==> src/design/adc_test_pkg.sv <==
package adc_test_pkg;

    // ************************************************************************
    // sequencer states
    // ************************************************************************

    typedef enum logic [7:0] {
        IDLE      = 8'h00,
        WAIT      = 8'h01,
        INIT_IDLE = 8'h10,
        INIT_WORK = 8'h11,
        INIT_DONE = 8'h12,
        TYPE_IDLE = 8'h20,
        TYPE_WORK = 8'h21,
        TYPE_DONE = 8'h22,
        CONF_IDLE = 8'h30,
        CONF_WORK = 8'h31,
        CONF_DONE = 8'h32,
        CONV_IDLE = 8'h40,
        CONV_WORK = 8'h41,
        CONV_DONE = 8'h42
    } seq_state_t;

    // ************************************************************************
    // phase lengths and status values
    // ************************************************************************

    localparam logic [11:0] NUM_INIT = 12'd16;  // cycles spent in INIT_WORK
    localparam logic [11:0] NUM_TYPE = 12'd16;
    localparam logic [11:0] NUM_CONF = 12'd32;

    localparam logic [7:0]  DEVICE_TYPE_ID  = 8'hFF;
    localparam logic [15:0] DEVICE_TEMP_VAL = 16'h73F4;

    // lane 7 takes the top byte of the seed and lane 0 the bottom byte
    localparam logic [63:0] LANE_SEED = 64'h01030507090B0D0F;

    localparam int N_LANES = 8;

endpackage

==> src/design/pattern_if.sv <==
`timescale 1ns/100ps

interface pattern_if
    import adc_test_pkg::*;
();

    logic                   start;  // high for the whole conversion window
    logic                   done;   // every lane has written its burst
    logic [8*N_LANES-1:0]   data;   // one byte per lane, lane 7 on top
    logic [N_LANES-1:0]     wr_en;
    logic [N_LANES-1:0]     full;

    modport seq (
        output start,
        input  done
    );

    modport gen (
        input  start,
        output done,
        output data,
        output wr_en,
        input  full
    );

    modport fifo (
        input  data,
        input  wr_en,
        output full
    );

endinterface

==> src/design/adc_cmd_seq.sv <==
`timescale 1ns/100ps

module adc_cmd_seq
    import adc_test_pkg::*;
(
    input  logic        clk,
    input  logic        rst,

    input  logic        fs_init,
    input  logic        fs_type,
    input  logic        fs_conf,
    input  logic        fs_conv,

    output logic        fd_init,
    output logic        fd_type,
    output logic        fd_conf,
    output logic        fd_conv,

    output logic [7:0]  device_type,
    output logic [15:0] device_temp,

    pattern_if.seq      pat
);

    seq_state_t  state;
    seq_state_t  next_state;
    logic [11:0] num;  // cycles spent so far in the current work state

    // ************************************************************************
    // state register and next state
    // ************************************************************************

    always_ff @(posedge clk or posedge rst) begin
        if (rst) begin
            state <= IDLE;
        end else begin
            state <= next_state;
        end
    end

    always_comb begin
        next_state = state;
        case (state)
            IDLE: next_state = WAIT;
            WAIT: begin
                if (fs_init) begin  // init wins over the other requests
                    next_state = INIT_IDLE;
                end else if (fs_type) begin
                    next_state = TYPE_IDLE;
                end else if (fs_conf) begin
                    next_state = CONF_IDLE;
                end else if (fs_conv) begin
                    next_state = CONV_IDLE;
                end
            end

            INIT_IDLE: next_state = INIT_WORK;
            INIT_WORK: if (num >= NUM_INIT - 12'd1) next_state = INIT_DONE;
            INIT_DONE: if (!fs_init) next_state = WAIT;

            TYPE_IDLE: next_state = TYPE_WORK;
            TYPE_WORK: if (num >= NUM_TYPE - 12'd1) next_state = TYPE_DONE;
            TYPE_DONE: if (!fs_type) next_state = WAIT;

            CONF_IDLE: next_state = CONF_WORK;
            CONF_WORK: if (num >= NUM_CONF - 12'd1) next_state = CONF_DONE;
            CONF_DONE: if (!fs_conf) next_state = WAIT;

            CONV_IDLE: next_state = CONV_WORK;
            CONV_WORK: if (pat.done) next_state = CONV_DONE;  // length set by the generator
            CONV_DONE: if (!fs_conv) next_state = WAIT;

            default: next_state = IDLE;
        endcase
    end

    // ************************************************************************
    // phase counter
    // ************************************************************************

    always_ff @(posedge clk or posedge rst) begin
        if (rst) begin
            num <= 12'd0;
        end else if (state == INIT_WORK || state == TYPE_WORK || state == CONF_WORK) begin
            num <= num + 12'd1;
        end else begin
            num <= 12'd0;
        end
    end

    // ************************************************************************
    // status registers
    // ************************************************************************

    always_ff @(posedge clk or posedge rst) begin
        if (rst) begin
            device_type <= 8'h00;
            device_temp <= 16'h0000;
        end else begin
            if (state == TYPE_IDLE) begin
                device_type <= DEVICE_TYPE_ID;
            end
            if (state == CONF_IDLE) begin
                device_temp <= DEVICE_TEMP_VAL;
            end
        end
    end

    // the done levels follow the state directly
    assign fd_init = (state == INIT_DONE);
    assign fd_type = (state == TYPE_DONE);
    assign fd_conf = (state == CONF_DONE);
    assign fd_conv = (state == CONV_DONE);

    assign pat.start = (state == CONV_WORK);

endmodule

==> src/flat_wrapper.sv <==
// flat-port wrapper written by rule: the top's interface ports become plain ports
module adc_cmd_seq_flat import adc_test_pkg::*;
  (clk, rst, fs_init, fs_type, fs_conf, fs_conv, fd_init, fd_type, fd_conf, fd_conv, device_type, device_temp, pat_start, pat_done);
  pattern_if pat_i ();
  input  logic clk;
  input  logic rst;
  input  logic fs_init;
  input  logic fs_type;
  input  logic fs_conf;
  input  logic fs_conv;
  output logic fd_init;
  output logic fd_type;
  output logic fd_conf;
  output logic fd_conv;
  output logic [7:0] device_type;
  output logic [15:0] device_temp;
  output wire logic [$bits(pat_i.start)-1:0] pat_start;
  input wire logic [$bits(pat_i.done)-1:0] pat_done;
  assign pat_start = pat_i.start;
  assign pat_i.done = pat_done;
  adc_cmd_seq u_core (.clk(clk), .rst(rst), .fs_init(fs_init), .fs_type(fs_type), .fs_conf(fs_conf), .fs_conv(fs_conv), .fd_init(fd_init), .fd_type(fd_type), .fd_conf(fd_conf), .fd_conv(fd_conv), .device_type(device_type), .device_temp(device_temp), .pat(pat_i));
endmodule
==> config.mk <==
export PLATFORM = sky130hd
export DESIGN_NAME = adc_cmd_seq_flat
export DESIGN_NICKNAME = d
export VERILOG_FILES = /design/src/design/adc_test_pkg.sv /design/src/design/pattern_if.sv /design/src/design/adc_cmd_seq.sv /design/src/flat_wrapper.sv
export SDC_FILE = /design/constraint.sdc
export NUM_CORES = 1
export LEC_CHECK = 0
export ABC_AREA = 0
export BUFFER_PORTS_ARGS = -buffer_cell sky130_fd_sc_hd__buf_2
export CAP_MARGIN = 20
export CORE_MARGIN = 4
export CORE_UTILIZATION = 30
export DETAILED_ROUTE_END_ITERATION = 10
export PLACE_DENSITY = 0.53
export SETUP_SLACK_MARGIN = 0.02
export SYNTH_ARGS = -nofsm -noshare
export SYNTH_HDL_FRONTEND = slang
export SYNTH_SLANG_ARGS = --single-unit
==> constraint.sdc <==
create_clock -name clk -period 4.75 [get_ports clk]
set_clock_uncertainty 0.05 [all_clocks]
set_input_delay 0.2375 -clock clk [delete_from_list [all_inputs] [get_ports clk]]
set_output_delay 0.2375 -clock clk [all_outputs]
set_load 0.02 [all_outputs]
==> results of run 1 <==
==> layer usage <==
| metal | GRT usage | share of wire | wire length, um | vias up |
|---|---|---|---|---|
| li1 | - | - | - | 456 |
| met1 | 0.134 | 0.44 | 1120 | 432 |
| met2 | 0.157 | 0.45 | 1150 | 39 |
| met3 | 0.0248 | 0.082 | 207 | 7 |
| met4 | 0.0553 | 0.022 | 57 | 0 |
| met5 | 0 | 0 | 0 | - |
==> worst paths after layout <==
check                                   start  slack [ps]         endpoint  cells past startpoint
min in group clk                      fs_type         340  u_core.state[5]                      5
worst min-delay path                      rst          50  u_core.state[6]                      2
worst max register to register  u_core.num[0]        2720  u_core.state[1]                      6
worst max-delay path            u_core.num[0]        2720  u_core.state[1]                      6
max in group asynchronous                 rst        4130   u_core.num[11]                      2
worst min register to register  u_core.num[0]         410    u_core.num[0]                      1
==> sequential cells by signal (all words and copies together), names as in the netlist <==
register / flops
u_core.num: 12
u_core.state: 5
u_core.device_temp: 1
u_core.device_type: 1
==> metrics by stage <==
step	hold WS, ps	utilization	instances	area, sq um	setup slack, ps
finish	50.9	0.332	197	1340	2720
global route	123	0.332	197	1340	2600
CTS	69.6	0.332	197	1340	2710
detailed placement	351	0.320	193	1290	2740
global placement	335	0.320	193	1290	2770
floorplan	139	-	141	1270	2840
==> layout make-up <==
type                       instances  area (sq um)
fill                             442          2690
multi-input combinational         88           582
sequential                        19           475
timing repair buffer              29           145
tap                               50          62.6
clock buffer                       4          45.0
inverter                           7          26.3
==> where the power goes <==
group | switching [mW] | total, mW | internal (mW)
Combinational | 0.224 | 0.360 | 0.136
Clock | 0.0500 | 0.110 | 0.0596
Sequential | 0.0608 | 0.252 | 0.191
==> cell usage in the layout, fill, tap and decap left out, types with 2 or more instances in the layout <==
master	n
nand3b_1	2
inv_1	7
nor3_1	2
nor2_1	18
nand2_1	5
buf_2	29
or4_1	3
nand3_1	5
xnor2_1	6
a21oi_1	3
xor2_1	4
conb_1	6
and3_1	6
dfrtp_1	19
clkbuf_8	3
nor3b_1	2
mux2i_1	2
o21ai_0	3
==> logic make-up (layout without fill, tap and decap cells) <==
family	after synthesis	in the layout
AND/OR/NAND/NOR	55	55
multiplexers	3	3
buffers and inverters	34	40
XOR/XNOR	10	10
AO/OA/AOI/OAI	13	13
adder cells (fa/ha/maj)	1	1
other	1	6
flip-flops	19	19
==> critical path, delay by kind of cell (launching register included) <==
kind            cells  cell delay [ps]
simple gates        3              580
flops               1              390
compound gates      1              350
mux                 1              300
fa+ha+maj           1              240
==> synth_stat cells, types with 2 or more instances <==
cell       n
nand2_1    5
xor2_1     4
inv_1      7
or4_1      3
and3_1     6
nor3_1     2
nor2_1    18
nand3b_1   2
o21ai_0    3
mux2i_1    2
a21oi_1    3
nor3b_1    2
buf_2      4
nand3_1    5
dfrtp_1   19
xnor2_1    6
buf_4     22
==> results.cfg, run 1 <==
[critical_path]
cpMaxStageDelayCell = dfrtp_1
start_kind = flop
max_stage_delay_ps = 390
crit_required_ps = 4840
crit_chain = ha_1 -> and4_1 -> nand3b_1 -> a2111oi_4 -> nor3b_2 -> mux2_4
crit_fanout = 4
critPathKind = flop to flop
crit_arrival_ps = 2120
cp-end-kind = flop

[synthesis]
ys_ff_latch = 19
synth_cells = 136
async_reset_ff_frac = 1.00
synth_simple_gate_area_frac = 0.256
avgSynthCellArea_sq_um = 9.22
synth-edff-count = 0
yosys.area.top_type = dfrtp_1
synthMuxAreaShare = 0.0279
synth_top_family_by_area = simple AND/OR/NAND/NOR gates
synth_fa_ha_area_frac = 0.00998
synth_compound_area_frac = 0.0818
synth.distinct_cells = 40
synth_top_area_share = 0.379
synth_top_cells_by_area = dfrtp_1 (38%), buf_4 (13%), nor2_1 (5.4%), xnor2_1 (4.2%), and3_1 (3.0%)
netlist_area_sq_mm = 0.00125
synth-main-ff-cell = dfrtp_1
yosys_warnings = 0
synth-xor-area-share = 0.0699
yosysSeqAreaShare = 0.379

[run_status]
status = completed

[cts]
cts_resized = 0
clock_sinks = 19
hold_buffers = 0
cts_tree = built
clock-root-buffer = clkbuf_8
cts_setup_buffers = 0
clk_pin_slew_ps = 60
cts_buffers = 3
clock_latency_ps = 250
cts_buffer_depth = 2
htreeDepth = 1

[run]
cap_violations = 0

[final_layout]
syn2layout_area_growth_pct = 6.59
antenna_cells = 0
nets = 156
layout-drive-gt1-share = 0.272

[floorplan]
rows = 23
coreArea_sq_mm = 0.00403
initial_utilization = 0.311
die-area_sq_mm = 0.00528
die_h_um = 72.6
fp.dieW_um = 72.6
pin_count = 36

[route]
num_vias = 934
vias_per_cell = 4.74
routed_wl_um = 2540
drt_iter0_drc = 70
drtAntennaViolNets = 0
first_pass_iters = 4
drcViolationCount = 0
drt-wirelength-per-cell_um = 12.9

[global_routing]
grt_usage = 0.103
grt_first_pass_wirelength_um = 4330
gr-total-overflow = 0
antenna_found_initial = 0
grt_pass1_vias = 920
grt_max_degree = 20

[timing]
finalHoldViolations = 0
final-max-slew-violation-count = 0
setup_viol = 0
timing.final.crit_share = 0.427
fmax_mhz = 493
grt_setup_unrepaired = no
period_needed_ps = 2030
tightest_slew_ps = 742
relSlewSlack = 0.505
final.setup.tns_ps = 0

[pwr]
power_density_mw_per_mm2 = 540
vdd_ir_drop_max_v = 0.000160
power_mw = 0.721
p_leak_nw = 0.623

[placed_design]
gp_congestion = 0.795
portBuffers = 29
hpwl_um = 1910

[worst_hold_path]
hold_class = input pin to async pin
Power figures use the tool's default switching activity.
==> run 2: changes to the inputs <==
--- a/config.mk
+++ b/config.mk
@@ -11,7 +11,7 @@
 export CORE_MARGIN = 4
 export CORE_UTILIZATION = 30
 export DETAILED_ROUTE_END_ITERATION = 10
-export PLACE_DENSITY = 0.53
+export PLACE_DENSITY = 0.55
 export SETUP_SLACK_MARGIN = 0.02
 export SYNTH_ARGS = -nofsm -noshare
 export SYNTH_HDL_FRONTEND = slang
==> constraint.sdc (replaced) <==
create_clock -name clk -period 1.75 [get_ports clk]
set_clock_uncertainty 0.05 [all_clocks]
set_input_delay 0.0875 -clock clk [delete_from_list [all_inputs] [get_ports clk]]
set_output_delay 0.0875 -clock clk [all_outputs]
set_load 0.02 [all_outputs]
==> run 2 against run 1 <==
Compared with the run above:
- first-iteration DRC count fell by 24%
- non-clock buffer count rose by 40
- flip-flop and latch count did not move
- critical path type unchanged
- sequential power rose to 2.6 times the previous value
- global-route usage rose by 2.0 points
- die area did not move
- setup slack got worse by 2900 ps
- the flow now finishes with violations (setup timing)
- sequential share of layout area fell by 7.6 points
- critical endpoint unchanged
- clock power rose to 2.8 times the previous value
- largest cell class unchanged
- power rose to 3.3 times the previous value
- cell area rose by 28%
- register-to-register slack got worse by 2900 ps
==> results.cfg, run 2 (synthesis gave the netlist of run 1 again) <==
[pwr]
vdd_ir_drop_max_v = 0.000458
power_density_mw_per_mm2 = 1400
p_leak_nw = 0.837
power_mw = 2.39

[cts]
clk_pin_slew_ps = 70
cts_tree = built
clock_sinks = 19
cts_buffer_depth = 2
clock-root-buffer = clkbuf_8
cts_buffers = 3
clock_latency_ps = 250
htreeDepth = 1

[timing]
timing.final.crit_share = 1.09
fin_ws_ps = -157
finalHoldViolations = 0
period_needed_ps = 1910
tightest_slew_ps = 735
final-max-slew-violation-count = 0
setup_viol = 3
relSlewSlack = 0.509
fmax_mhz = 524
grt_setup_unrepaired = yes

[route]
num_vias = 1114
vias_per_cell = 4.70
drt_iter0_drc = 53
drcViolationCount = 0
routed_wl_um = 3160
first_pass_iters = 5
drtAntennaViolNets = 0
drt-wirelength-per-cell_um = 13.3

[critical_path]
cp-end-kind = flop
crit_required_ps = 1840
start_kind = flop
crit_fanout = 2
crit_chain = ha_2 -> and4_1 -> nand3b_1 -> a2111oi_4 -> nor3b_2 -> mux2_4
max_stage_delay_ps = 390
startpoint = u_core.num[0]
critPathKind = flop to flop
cpMaxStageDelayCell = dfrtp_1
rr_startpoint = u_core.num[0]
crit_arrival_ps = 2000

[run_status]
violations = setup timing
status = complete, but fails checks

[worst_hold_path]
min_from = fs_type
hold_class = input pin to flop

[global_routing]
grt_first_pass_wirelength_um = 5200
antenna_found_initial = 0
gr-total-overflow = 0
grt_max_degree = 20
grt_pass1_vias = 1171
grt_usage = 0.123

[run]
cap_violations = 0

[final_layout]
multi_input_area_sq_um = 634
final-seq-area_sq_um = 478
max_flop_register = u_core.num
antenna_cells = 0
largest_reg_flops = 12
nets = 196
final_common_cell = buf_4
fin_area_sq_mm = 0.00171
n_fill_cell = 410
layout-drive-gt1-share = 0.492
syn2layout_area_growth_pct = 36.3
layout_common_cells = buf_4 (37), buf_2 (28), nor2_1 (18)
top_regs = u_core.num (12), u_core.state (5)

[floorplan]
pin_count = 36
die_h_um = 72.6
coreArea_sq_mm = 0.00403
initial_utilization = 0.311
rows = 23
fp.dieW_um = 72.6
die-area_sq_mm = 0.00528

[placed_design]
hpwl_um = 2350
dpl-instance-area_sq_mm = 0.00152
gp_congestion = 0.920
portBuffers = 29
dp_slack_ps = -198
## run 2: critical path, delay by kind of cell (launching register included)
| kind | cells | cell delay [ps] |
|---|---|---|
| AO/OA/AOI/OAI | 1 | 380 |
| adder cells (fa/ha/maj) | 1 | 200 |
| flip-flops | 1 | 390 |
| multiplexers | 1 | 300 |
| AND/OR/NAND/NOR | 3 | 470 |
## run 2: per-layer routing
| layer | track usage | vias to the layer above | part of all wire |
|---|---|---|---|
| met5 | 0 | - | 0 |
| met4 | 0.0348 | 0 | 0.016 |
| met3 | 0.0220 | 8 | 0.061 |
| met2 | 0.223 | 38 | 0.52 |
| met1 | 0.148 | 531 | 0.40 |
| li1 | - | 537 | - |
## run 2: final timing paths
check                                        end  slack [ps]  depth (start not counted)
setup reg to reg                 u_core.state[1]        -160                          6
hold reg to reg                   u_core.num[11]         510                          2
hold / removal                   u_core.state[5]         190                          5
max in group asynchronous        u_core.state[5]         690                          3
setup / recovery                 u_core.state[1]        -160                          6
min in group asynchronous  u_core.device_temp[2]         440                          3
## run 2: what timing repair did
action / CTS / global route
endpoints found under the hold margin: 19 / 0
resized for setup: 7 / 12
hold buffers: 1 / 0
pin swaps: 8 / 5
buffers inserted: 8 / 1
setup endpoints to repair: 6 / 8
## run 2: final cells by class
cell class                 instances  area share
multi-input combinational         88       0.371
sequential                        19       0.280
timing repair buffer              69       0.270
tap                               50      0.0366
clock buffer                       3      0.0242
inverter                           7      0.0154
clock inverter                     1     0.00293
## run 2: report_power, final
group          switching (mW)  internal, mW  total (mW)  leakage, nW
Clock                   0.146         0.158       0.304       0.0255
Sequential              0.130         0.523       0.653        0.248
Combinational           0.757         0.672        1.43        0.564
## run 2: per-stage QoR
step                      setup TNS (ps)  cells   util  hold WS [ps]
final                               -347    237  0.424           190
after floorplan                     -113    141      -         -11.4
after CTS                           -325    236  0.411           186
after global routing                -625    237  0.424           225
after detailed placement            -471    223  0.377           211
after global placement              -288    223  0.377           186
